## src/common/riscv_v_pkg.sv

```systemverilog
// ==============================
// Vector decode package
// Instruction layouts, encodings and the
// control and CSR request types
// ==============================

package riscv_v_pkg;

    typedef logic [31:0] riscv_data_t;
    typedef logic [4:0]  riscv_v_rf_addr_t;
    typedef logic [7:0]  riscv_v_vtype_t;
    typedef logic [31:0] riscv_v_vl_t;

    // OP-V arithmetic layout
    typedef struct packed {
        logic [5:0]       funct6;
        logic             vm;
        riscv_v_rf_addr_t vs2;
        riscv_v_rf_addr_t vs1;
        logic [2:0]       funct3;
        riscv_v_rf_addr_t vd;
        logic [6:0]       opcode;
    } riscv_v_opv_t;

    // vsetvli layout
    typedef struct packed {
        logic             zero;
        logic [10:0]      zimm;
        riscv_v_rf_addr_t rs1;
        logic [2:0]       funct3;
        riscv_v_rf_addr_t rd;
        logic [6:0]       opcode;
    } riscv_v_vcfg_t;

    typedef union packed {
        riscv_v_opv_t  opv;
        riscv_v_vcfg_t vcfg;
    } riscv_v_instr_u;

    localparam logic [6:0] OPC_OPV   = 7'b1010111;

    localparam logic [2:0] F3_OPIVV  = 3'b000;
    localparam logic [2:0] F3_OPIVI  = 3'b011;
    localparam logic [2:0] F3_OPIVX  = 3'b100;
    localparam logic [2:0] F3_OPCFG  = 3'b111;

    localparam logic [5:0] F6_VADD   = 6'b000000;
    localparam logic [5:0] F6_VSUB   = 6'b000010;
    localparam logic [5:0] F6_VAND   = 6'b001001;
    localparam logic [5:0] F6_VOR    = 6'b001010;
    localparam logic [5:0] F6_VXOR   = 6'b001011;

    typedef struct packed {
        logic valid;
        logic is_vector_vector_op;
        logic is_vector_scalar_op;
        logic is_scalar_imm_op;
        logic is_add;
        logic is_sub;
        logic is_and;
        logic is_or;
        logic is_xor;
    } riscv_v_exe_ctrl_t;

    typedef struct packed {
        logic           wr_vl;
        logic           wr_vtype;
        riscv_v_vl_t    vl_data;
        riscv_v_vtype_t vtype_data;
    } riscv_v_csr_req_t;

endpackage

```

## src/design/riscv_v_ctrl.sv

```systemverilog
// ==============================
// Vector instruction decoder
// Decodes OP-V words into registered execute
// control and source/destination addresses
// ==============================

`timescale 1ns/100ps

module riscv_v_ctrl (
    input  logic                           clk,
    input  logic                           rst_n,
    input  logic                           stall,
    input  logic                           flush,
    input  riscv_v_pkg::riscv_v_instr_u    instruction_id,
    output riscv_v_pkg::riscv_v_rf_addr_t  vs1_id,
    output riscv_v_pkg::riscv_v_rf_addr_t  vs2_id,
    output riscv_v_pkg::riscv_v_rf_addr_t  vd_id,
    output logic                           is_vsetvli_id,
    output riscv_v_pkg::riscv_v_exe_ctrl_t exe_ctrl,
    output riscv_v_pkg::riscv_data_t       imm_exe
);

    riscv_v_pkg::riscv_v_opv_t      opv;
    riscv_v_pkg::riscv_v_exe_ctrl_t exe_ctrl_id;
    riscv_v_pkg::riscv_data_t       imm_id;
    logic                           is_opv;

    assign opv    = instruction_id.opv;
    assign is_opv = (opv.opcode == riscv_v_pkg::OPC_OPV);

    assign vs1_id = opv.vs1;
    assign vs2_id = opv.vs2;
    assign vd_id  = opv.vd;

    // Config form only when bit 31 is clear
    assign is_vsetvli_id = is_opv &&
                           (instruction_id.vcfg.funct3 == riscv_v_pkg::F3_OPCFG) &&
                           !instruction_id.vcfg.zero;

    // Sign extended 5-bit immediate
    assign imm_id = {{27{opv.vs1[4]}}, opv.vs1};

    always_comb begin
        exe_ctrl_id = '0;
        exe_ctrl_id.is_vector_vector_op = (opv.funct3 == riscv_v_pkg::F3_OPIVV);
        exe_ctrl_id.is_vector_scalar_op = (opv.funct3 == riscv_v_pkg::F3_OPIVX);
        exe_ctrl_id.is_scalar_imm_op    = (opv.funct3 == riscv_v_pkg::F3_OPIVI);
        case (opv.funct6)
            riscv_v_pkg::F6_VADD: exe_ctrl_id.is_add = 1'b1;
            riscv_v_pkg::F6_VSUB: exe_ctrl_id.is_sub = 1'b1;
            riscv_v_pkg::F6_VAND: exe_ctrl_id.is_and = 1'b1;
            riscv_v_pkg::F6_VOR:  exe_ctrl_id.is_or  = 1'b1;
            riscv_v_pkg::F6_VXOR: exe_ctrl_id.is_xor = 1'b1;
            default: ;
        endcase
        exe_ctrl_id.valid = is_opv &&
                            (exe_ctrl_id.is_vector_vector_op ||
                             exe_ctrl_id.is_vector_scalar_op ||
                             exe_ctrl_id.is_scalar_imm_op) &&
                            (exe_ctrl_id.is_add || exe_ctrl_id.is_sub ||
                             exe_ctrl_id.is_and || exe_ctrl_id.is_or ||
                             exe_ctrl_id.is_xor);
        // Unknown encodings become bubbles
        if (!exe_ctrl_id.valid) begin
            exe_ctrl_id = '0;
        end
    end

    always_ff @(posedge clk) begin
        if (!rst_n || flush) begin
            exe_ctrl <= '0;
        end else if (!stall) begin
            exe_ctrl <= exe_ctrl_id;
        end
    end

    always_ff @(posedge clk) begin
        if (!stall) begin
            imm_exe <= imm_id;
        end
    end

endmodule

```

## src/regfile/riscv_v_rf.sv

```systemverilog
// ==============================
// Vector register file
// 32 x VLEN, two async reads, one write
// ==============================

`timescale 1ns/100ps

module riscv_v_rf #(
    parameter int VLEN = 64
) (
    input  logic                          clk,
    input  riscv_v_pkg::riscv_v_rf_addr_t wr_addr,
    input  riscv_v_pkg::riscv_v_rf_addr_t rd_addr_a,
    input  riscv_v_pkg::riscv_v_rf_addr_t rd_addr_b,
    input  logic [VLEN-1:0]               data_in,
    input  logic                          wr_en,
    output logic [VLEN-1:0]               data_out_a,
    output logic [VLEN-1:0]               data_out_b
);

    logic [VLEN-1:0] regs [32];

    // v0 is writable like any other register
    always_ff @(posedge clk) begin
        if (wr_en) begin
            regs[wr_addr] <= data_in;
        end
    end

    assign data_out_a = regs[rd_addr_a];
    assign data_out_b = regs[rd_addr_b];

endmodule

```

## src/regfile/riscv_v_rf_ctrl.sv

```systemverilog
// ==============================
// Register file pipeline control
// Carries operands to exe and the result
// and destination to write-back
// ==============================

`timescale 1ns/100ps

module riscv_v_rf_ctrl #(
    parameter int VLEN = 64
) (
    input  logic                          clk,
    input  logic                          rst_n,
    input  logic                          stall,
    input  logic                          flush,
    input  riscv_v_pkg::riscv_v_rf_addr_t rf_wr_addr_id,
    input  logic [VLEN-1:0]               rf_rd_data_srca_id,
    input  logic [VLEN-1:0]               rf_rd_data_srcb_id,
    input  riscv_v_pkg::riscv_data_t      int_rf_rd_data_id,
    input  logic                          alu_valid_exe,
    input  logic [VLEN-1:0]               alu_data_exe,
    output logic [VLEN-1:0]               rf_rd_data_srca_exe,
    output logic [VLEN-1:0]               rf_rd_data_srcb_exe,
    output riscv_v_pkg::riscv_data_t      int_rf_rd_data_exe,
    output riscv_v_pkg::riscv_v_rf_addr_t rf_wr_addr_wb,
    output logic [VLEN-1:0]               rf_wr_data_wb,
    output logic                          rf_wr_en_wb
);

    riscv_v_pkg::riscv_v_rf_addr_t rf_wr_addr_exe;
    logic                          wr_valid_wb;

    always_ff @(posedge clk) begin
        if (!stall) begin
            rf_rd_data_srca_exe <= rf_rd_data_srca_id;
            rf_rd_data_srcb_exe <= rf_rd_data_srcb_id;
            int_rf_rd_data_exe  <= int_rf_rd_data_id;
            rf_wr_addr_exe      <= rf_wr_addr_id;
            rf_wr_addr_wb       <= rf_wr_addr_exe;
            rf_wr_data_wb       <= alu_data_exe;
        end
    end

    always_ff @(posedge clk) begin
        if (!rst_n || flush) begin
            wr_valid_wb <= 1'b0;
        end else if (!stall) begin
            wr_valid_wb <= alu_valid_exe;
        end
    end

    // No commit while the pipe is frozen
    assign rf_wr_en_wb = wr_valid_wb & ~stall;

endmodule

```

## src/csr/riscv_v_csr_ctrl.sv

```systemverilog
// ==============================
// CSR write arbiter
// External requests win over vsetvli,
// winner is piped to write-back
// ==============================

`timescale 1ns/100ps

module riscv_v_csr_ctrl #(
    parameter int VLEN = 64
) (
    input  logic                          clk,
    input  logic                          rst_n,
    input  logic                          stall,
    input  logic                          flush,
    input  riscv_v_pkg::riscv_v_csr_req_t ext_csr_req_id,
    input  riscv_v_pkg::riscv_v_instr_u   instruction_id,
    input  logic                          is_vsetvli_id,
    input  riscv_v_pkg::riscv_data_t      int_rf_rd_data_id,
    output riscv_v_pkg::riscv_v_csr_req_t csr_req_wb,
    output riscv_v_pkg::riscv_data_t      int_rf_wr_data_wb,
    output logic                          int_rf_wr_en_wb
);

    localparam riscv_v_pkg::riscv_v_vl_t VLMAX = riscv_v_pkg::riscv_v_vl_t'(VLEN / 8);

    riscv_v_pkg::riscv_v_csr_req_t vset_req_id;
    riscv_v_pkg::riscv_v_csr_req_t csr_req_id;
    riscv_v_pkg::riscv_v_csr_req_t csr_req_exe;
    riscv_v_pkg::riscv_v_csr_req_t csr_req_q;
    riscv_v_pkg::riscv_v_vl_t      new_vl_id;
    riscv_v_pkg::riscv_data_t      int_rf_wr_data_exe;
    logic                          int_rf_wr_en_id;
    logic                          int_rf_wr_en_exe;
    logic                          int_rf_wr_en_q;

    // AVL clamped to VLMAX
    assign new_vl_id = (int_rf_rd_data_id < VLMAX) ? int_rf_rd_data_id : VLMAX;

    assign vset_req_id.wr_vl      = is_vsetvli_id;
    assign vset_req_id.wr_vtype   = is_vsetvli_id;
    assign vset_req_id.vl_data    = new_vl_id;
    assign vset_req_id.vtype_data = instruction_id.vcfg.zimm[7:0];

    // Fixed priority, external first
    assign csr_req_id = (ext_csr_req_id.wr_vl || ext_csr_req_id.wr_vtype) ?
                        ext_csr_req_id : vset_req_id;

    assign int_rf_wr_en_id = is_vsetvli_id && (instruction_id.vcfg.rd != '0);

    always_ff @(posedge clk) begin
        if (!rst_n || flush) begin
            csr_req_exe      <= '0;
            csr_req_q        <= '0;
            int_rf_wr_en_exe <= 1'b0;
            int_rf_wr_en_q   <= 1'b0;
        end else if (!stall) begin
            csr_req_exe      <= csr_req_id;
            csr_req_q        <= csr_req_exe;
            int_rf_wr_en_exe <= int_rf_wr_en_id;
            int_rf_wr_en_q   <= int_rf_wr_en_exe;
        end
    end

    always_ff @(posedge clk) begin
        if (!stall) begin
            int_rf_wr_data_exe <= new_vl_id;
            int_rf_wr_data_wb  <= int_rf_wr_data_exe;
        end
    end

    always_comb begin
        csr_req_wb          = csr_req_q;
        csr_req_wb.wr_vl    = csr_req_q.wr_vl & ~stall;
        csr_req_wb.wr_vtype = csr_req_q.wr_vtype & ~stall;
    end

    assign int_rf_wr_en_wb = int_rf_wr_en_q & ~stall;

endmodule

```

## src/csr/riscv_v_csr.sv

```systemverilog
// ==============================
// Vector CSRs
// vl and vtype registers, constant vlenb
// ==============================

`timescale 1ns/100ps

module riscv_v_csr #(
    parameter int VLEN = 64
) (
    input  logic                          clk,
    input  logic                          rst_n,
    input  riscv_v_pkg::riscv_v_csr_req_t csr_req_wb,
    output riscv_v_pkg::riscv_v_vl_t      vl,
    output riscv_v_pkg::riscv_v_vtype_t   vtype,
    output riscv_v_pkg::riscv_data_t      vlenb
);

    always_ff @(posedge clk) begin
        if (!rst_n) begin
            vl <= '0;
        end else if (csr_req_wb.wr_vl) begin
            vl <= csr_req_wb.vl_data;
        end
    end

    always_ff @(posedge clk) begin
        if (!rst_n) begin
            vtype <= '0;
        end else if (csr_req_wb.wr_vtype) begin
            vtype <= csr_req_wb.vtype_data;
        end
    end

    // Register width in bytes
    assign vlenb = riscv_v_pkg::riscv_data_t'(VLEN / 8);

endmodule

```

## src/design/riscv_v_decode.sv

```systemverilog
// ==============================
// Vector decode stage top level
// Decoder, register file and CSR path
// ==============================

`timescale 1ns/100ps

module riscv_v_decode #(
    parameter int VLEN = 64
) (
    input  logic                           clk,
    input  logic                           rst_n,
    input  logic                           clear_pipe,
    input  logic                           riscv_stall,
    input  riscv_v_pkg::riscv_v_instr_u    instruction_id,
    input  riscv_v_pkg::riscv_data_t       int_rf_rd_data_id,
    input  riscv_v_pkg::riscv_v_csr_req_t  ext_csr_req_id,
    input  logic                           alu_valid_exe,
    input  logic [VLEN-1:0]                alu_data_exe,
    output riscv_v_pkg::riscv_v_exe_ctrl_t exe_ctrl,
    output riscv_v_pkg::riscv_data_t       imm_exe,
    output riscv_v_pkg::riscv_data_t       int_rf_rd_data_exe,
    output logic [VLEN-1:0]                rf_rd_data_srca_exe,
    output logic [VLEN-1:0]                rf_rd_data_srcb_exe,
    output riscv_v_pkg::riscv_data_t       int_rf_wr_data_wb,
    output logic                           int_rf_wr_en_wb,
    output riscv_v_pkg::riscv_v_vl_t       vl,
    output riscv_v_pkg::riscv_v_vtype_t    vtype,
    output riscv_v_pkg::riscv_data_t       vlenb
);

    riscv_v_pkg::riscv_v_rf_addr_t vs1_id;
    riscv_v_pkg::riscv_v_rf_addr_t vs2_id;
    riscv_v_pkg::riscv_v_rf_addr_t vd_id;
    riscv_v_pkg::riscv_v_rf_addr_t rf_wr_addr_wb;
    riscv_v_pkg::riscv_v_csr_req_t csr_req_wb;
    logic [VLEN-1:0]               rf_rd_data_srca_id;
    logic [VLEN-1:0]               rf_rd_data_srcb_id;
    logic [VLEN-1:0]               rf_wr_data_wb;
    logic                          rf_wr_en_wb;
    logic                          is_vsetvli_id;

    riscv_v_ctrl u_ctrl (
        .clk            (clk),
        .rst_n          (rst_n),
        .stall          (riscv_stall),
        .flush          (clear_pipe),
        .instruction_id (instruction_id),
        .vs1_id         (vs1_id),
        .vs2_id         (vs2_id),
        .vd_id          (vd_id),
        .is_vsetvli_id  (is_vsetvli_id),
        .exe_ctrl       (exe_ctrl),
        .imm_exe        (imm_exe)
    );

    riscv_v_rf #(.VLEN(VLEN)) u_rf (
        .clk        (clk),
        .wr_addr    (rf_wr_addr_wb),
        .rd_addr_a  (vs1_id),
        .rd_addr_b  (vs2_id),
        .data_in    (rf_wr_data_wb),
        .wr_en      (rf_wr_en_wb),
        .data_out_a (rf_rd_data_srca_id),
        .data_out_b (rf_rd_data_srcb_id)
    );

    riscv_v_rf_ctrl #(.VLEN(VLEN)) u_rf_ctrl (
        .clk                 (clk),
        .rst_n               (rst_n),
        .stall               (riscv_stall),
        .flush               (clear_pipe),
        .rf_wr_addr_id       (vd_id),
        .rf_rd_data_srca_id  (rf_rd_data_srca_id),
        .rf_rd_data_srcb_id  (rf_rd_data_srcb_id),
        .int_rf_rd_data_id   (int_rf_rd_data_id),
        .alu_valid_exe       (alu_valid_exe),
        .alu_data_exe        (alu_data_exe),
        .rf_rd_data_srca_exe (rf_rd_data_srca_exe),
        .rf_rd_data_srcb_exe (rf_rd_data_srcb_exe),
        .int_rf_rd_data_exe  (int_rf_rd_data_exe),
        .rf_wr_addr_wb       (rf_wr_addr_wb),
        .rf_wr_data_wb       (rf_wr_data_wb),
        .rf_wr_en_wb         (rf_wr_en_wb)
    );

    riscv_v_csr_ctrl #(.VLEN(VLEN)) u_csr_ctrl (
        .clk               (clk),
        .rst_n             (rst_n),
        .stall             (riscv_stall),
        .flush             (clear_pipe),
        .ext_csr_req_id    (ext_csr_req_id),
        .instruction_id    (instruction_id),
        .is_vsetvli_id     (is_vsetvli_id),
        .int_rf_rd_data_id (int_rf_rd_data_id),
        .csr_req_wb        (csr_req_wb),
        .int_rf_wr_data_wb (int_rf_wr_data_wb),
        .int_rf_wr_en_wb   (int_rf_wr_en_wb)
    );

    riscv_v_csr #(.VLEN(VLEN)) u_csr (
        .clk        (clk),
        .rst_n      (rst_n),
        .csr_req_wb (csr_req_wb),
        .vl         (vl),
        .vtype      (vtype),
        .vlenb      (vlenb)
    );

endmodule

```

## config.mk

```make
export PLATFORM = sky130hd
export DESIGN_NAME = riscv_v_decode
export DESIGN_NICKNAME = d
export VERILOG_FILES = /design/src/common/riscv_v_pkg.sv /design/src/design/riscv_v_ctrl.sv /design/src/regfile/riscv_v_rf.sv /design/src/regfile/riscv_v_rf_ctrl.sv /design/src/csr/riscv_v_csr_ctrl.sv /design/src/csr/riscv_v_csr.sv /design/src/design/riscv_v_decode.sv
export SDC_FILE = /design/constraint.sdc
export NUM_CORES = 2
export LEC_CHECK = 0
export BUFFER_PORTS_ARGS = -buffer_cell sky130_fd_sc_hd__buf_2
export CORE_ASPECT_RATIO = 0.5
export CORE_MARGIN = 10
export CORE_UTILIZATION = 35
export CTS_BUF_LIST = sky130_fd_sc_hd__clkbuf_4 sky130_fd_sc_hd__clkbuf_8
export CTS_CLUSTER_SIZE = 14
export DETAILED_ROUTE_END_ITERATION = 10
export PLACE_DENSITY = 0.55
export SYNTH_ARGS = -nofsm -noshare
export SYNTH_HDL_FRONTEND = slang
export SYNTH_SLANG_ARGS = --single-unit
export TNS_END_PERCENT = 10
```

## constraint.sdc

```tcl
create_clock -name clk -period 8.5 [get_ports clk]
set_clock_uncertainty 0.15 [all_clocks]
set_input_delay 0.425 -clock clk [delete_from_list [all_inputs] [get_ports clk]]
set_output_delay 0.425 -clock clk [all_outputs]
set_load 0.02 [all_outputs]
```

==> metrics.csv <==
metric,value,unit
RSZ-0062 raised after global routing,false,
clock power share,0.380,
TritonCTS buffer count,381,
Syn-to-layout area delta,15.7,%
CP bufs+invs,4,
Cell Pwr Density,207,nW/um2
Final Hold Viols,0,
core area,303000,um2
# IOs,481,
CTS tree,done,
fillcell total,26719,
r2r worst-path depth,3,
Syn Area/Cell,20.3,um2
worst path arrival time,4600,ps
CP max stage cell,nor2_4,
drt pass-1 iters,6,
DR WL/cell,34.9,um
Crit Path Class,in2reg,
"Min Clock Period, post-route",4150,ps
Post-synth EDFFs,2351,
outcome,finished clean,
Synth async-reset ratio,0,
port bufs,448,
Initial Util,0.351,
ANT nets after route,0,
# resized after CTS,0,
Seq cells post-synth,2487,
first-pass GRT wire length,505000,um
"most common cell after layout, fill and taps aside",edfxtp_1,
worst stage delay on the critical path,1360,ps
die footprint,328000,um2
Pins Over Slew Limit,0,
Clock transition at path regs,60,ps
register area share after synthesis,0.689,
Max Cap Violations,0,
Nets,6302,
Levels on crit path,6,
Synth Cell Area,106000,um2
GRT Total Usage,0.215,
clk buf depth,4,
worst vdd ir,0.000103,V
largest net degree at the start of global routing,107,
clock sink count,2487,
gpl congestion,0.811,
Vias,62650,
antenna violations before repair,24,
DP Wirelength,214000,um
class of the worst hold path,in2reg,
Worst Setup End Kind,flop,
clock latency on the worst-skew pair,1040,ps
Sw Pwr,6.24,mW
crit-path cells,dlygate4sd3_1 -> buf_6 -> inv_8 -> nand4_1 -> nor2_4 -> buf_12,
sequential power share,0.548,
Sw Ratio,0.245,
Slew HR,0.0775,
Setup TNS,0,ps
Hold Path Depth,2,
H-tree depth,5,
Syn Inst Count,5252,
Netlist cell types,52,
CTS root buffer,clkbuf_8,
most frequent cells in the layout,"2351 x edfxtp_1, 953 x mux4_2, 442 x buf_2",
Leak Pwr,39.3,nW
Syn. warnings,0,
combinational power share,0.073,
Max Freq,0.241,GHz
critical path required time,8960,ps
violation count after the first detailed-routing iteration,8601,
layout cells sized above 1,0.344,
Post-synth top flop,edfxtp_1,
CP Launch Type,input port,
Pint,19.3,mW
drt total wl,365000,um
"CP delay by family, top",simple AND/OR/NAND/NOR gates,
final setup fails,0,
worst-margin pin slew,1380,ps
Die H,410,um
Die W,800,um
GR Overflow Total,0,
vias in the first global route,63971,
Final Cycle Share,0.488,
Design Power,25.5,mW
crit path max fanout,79,
DRC,0,
site row count,143,
DR vias/cell,5.99,
## synth_stat cells (22+ instances only)
cell         n  area share
a21oi_1     32      0.0015
nor2b_1     22      0.0013
mux2i_1    224       0.021
buf_4      152       0.011
a22oi_1     94      0.0066
buf_2      137      0.0064
a21boi_0    32      0.0023
nor2_1     143      0.0050
clkbuf_1   109      0.0038
edfxtp_1  2351        0.66
o22ai_1    425       0.025
mux4_2     953        0.20
dfxtp_1    136       0.026
nand2_1    127      0.0045
buf_6       26      0.0028
nor4_1     109      0.0064
## cell families (layout without fill, tap and decap cells)
family                 after synthesis  count (layout)  synth area share
and+or+nand+nor                    481             481            0.0221
AOI/OAI and AO/OA                  651             651            0.0410
muxes                             1177            1177             0.223
other                                2              63         0.0000706
DFF                               2487            2487             0.689
buffers and inverters              454            1547            0.0249
## sequential cells by signal, summed over array words and instances (netlist names), 40 cells and up
| signal | cells |
|---|---|
| u_csr_ctrl.csr_req_exe | 42 |
| u_csr_ctrl.csr_req_wb | 40 |
| u_rf.regs | 2048 |
| u_rf_ctrl.rf_rd_data_srca_exe | 64 |
| u_rf_ctrl.rf_rd_data_srcb_exe | 64 |
| u_rf_ctrl.rf_wr_data_wb | 64 |
## layout make-up
class / instances / area [um2] / area share
sequential: 2487 / 73300 / 0.596
multi-input combinational: 2369 / 31000 / 0.252
timing repair buffer: 880 / 6580 / 0.0534
clock buffer: 495 / 6130 / 0.0498
tap: 4060 / 5080 / 0.0413
clock inverter: 164 / 915 / 0.00743
inverter: 8 / 37.5 / 0.000305
antenna: 3 / 7.51 / 0.0000610
## per-layer routing
| layer | global-route usage | routed length [um] | vias up |
|---|---|---|---|
| li1 | - | - | 24374 |
| met3 | 0.0486 | 35000 | 763 |
| met2 | 0.349 | 174000 | 3834 |
| met1 | 0.286 | 142000 | 33669 |
| met5 | 0 | 60 | - |
| met4 | 0.0749 | 13700 | 10 |
## stage by stage
step           hold slack (ps)  instance area [um2]   util  std cells  setup WS (ps)
4_1_cts                   1.49               123000  0.406      10463           4360
6_report                  58.3               123000  0.406      10466           4350
2_1_floorplan              250               107000      -       5310            131
3_3_place_gp               252               113000  0.374       9525           3950
3_5_place_dp               255               113000  0.374       9525           3890
5_1_grt                  0.601               123000  0.406      10465           4190
## path summary, 6_finish.rpt
check | to | startpoint | slack, ps
max reg2reg | u_rf.regs[19][63] | u_rf_ctrl.rf_wr_addr_wb[0] | 4810
max | u_rf.regs[19][63] | riscv_stall | 4350
min reg2reg | u_csr_ctrl.int_rf_wr_data_wb[21] | u_csr_ctrl.int_rf_wr_data_exe[21] | 270
min | u_rf_ctrl.rf_wr_data_wb[63] | alu_data_exe[63] | 60
## power by group through the flow
stage | registers [mW] | clock network [mW] | logic, mW
finish | 14.0 | 9.68 | 1.85
global route | 14.0 | 10.4 | 1.93
CTS | 14.0 | 9.87 | 1.86
detailed placement | 14.2 | 0 | 1.76
global placement | 14.2 | 0 | 1.74
floorplan | 14.2 | 0 | 1.03
## repair_timing
| action | 4_1_cts | 5_1_grt |
|---|---|---|
| hold buffers | 279 | 0 |
| endpoints found under the hold margin | 238 | 0 |
| setup buffers | 0 | 0 |
Note: power is estimated with default switching activity, not from simulation.
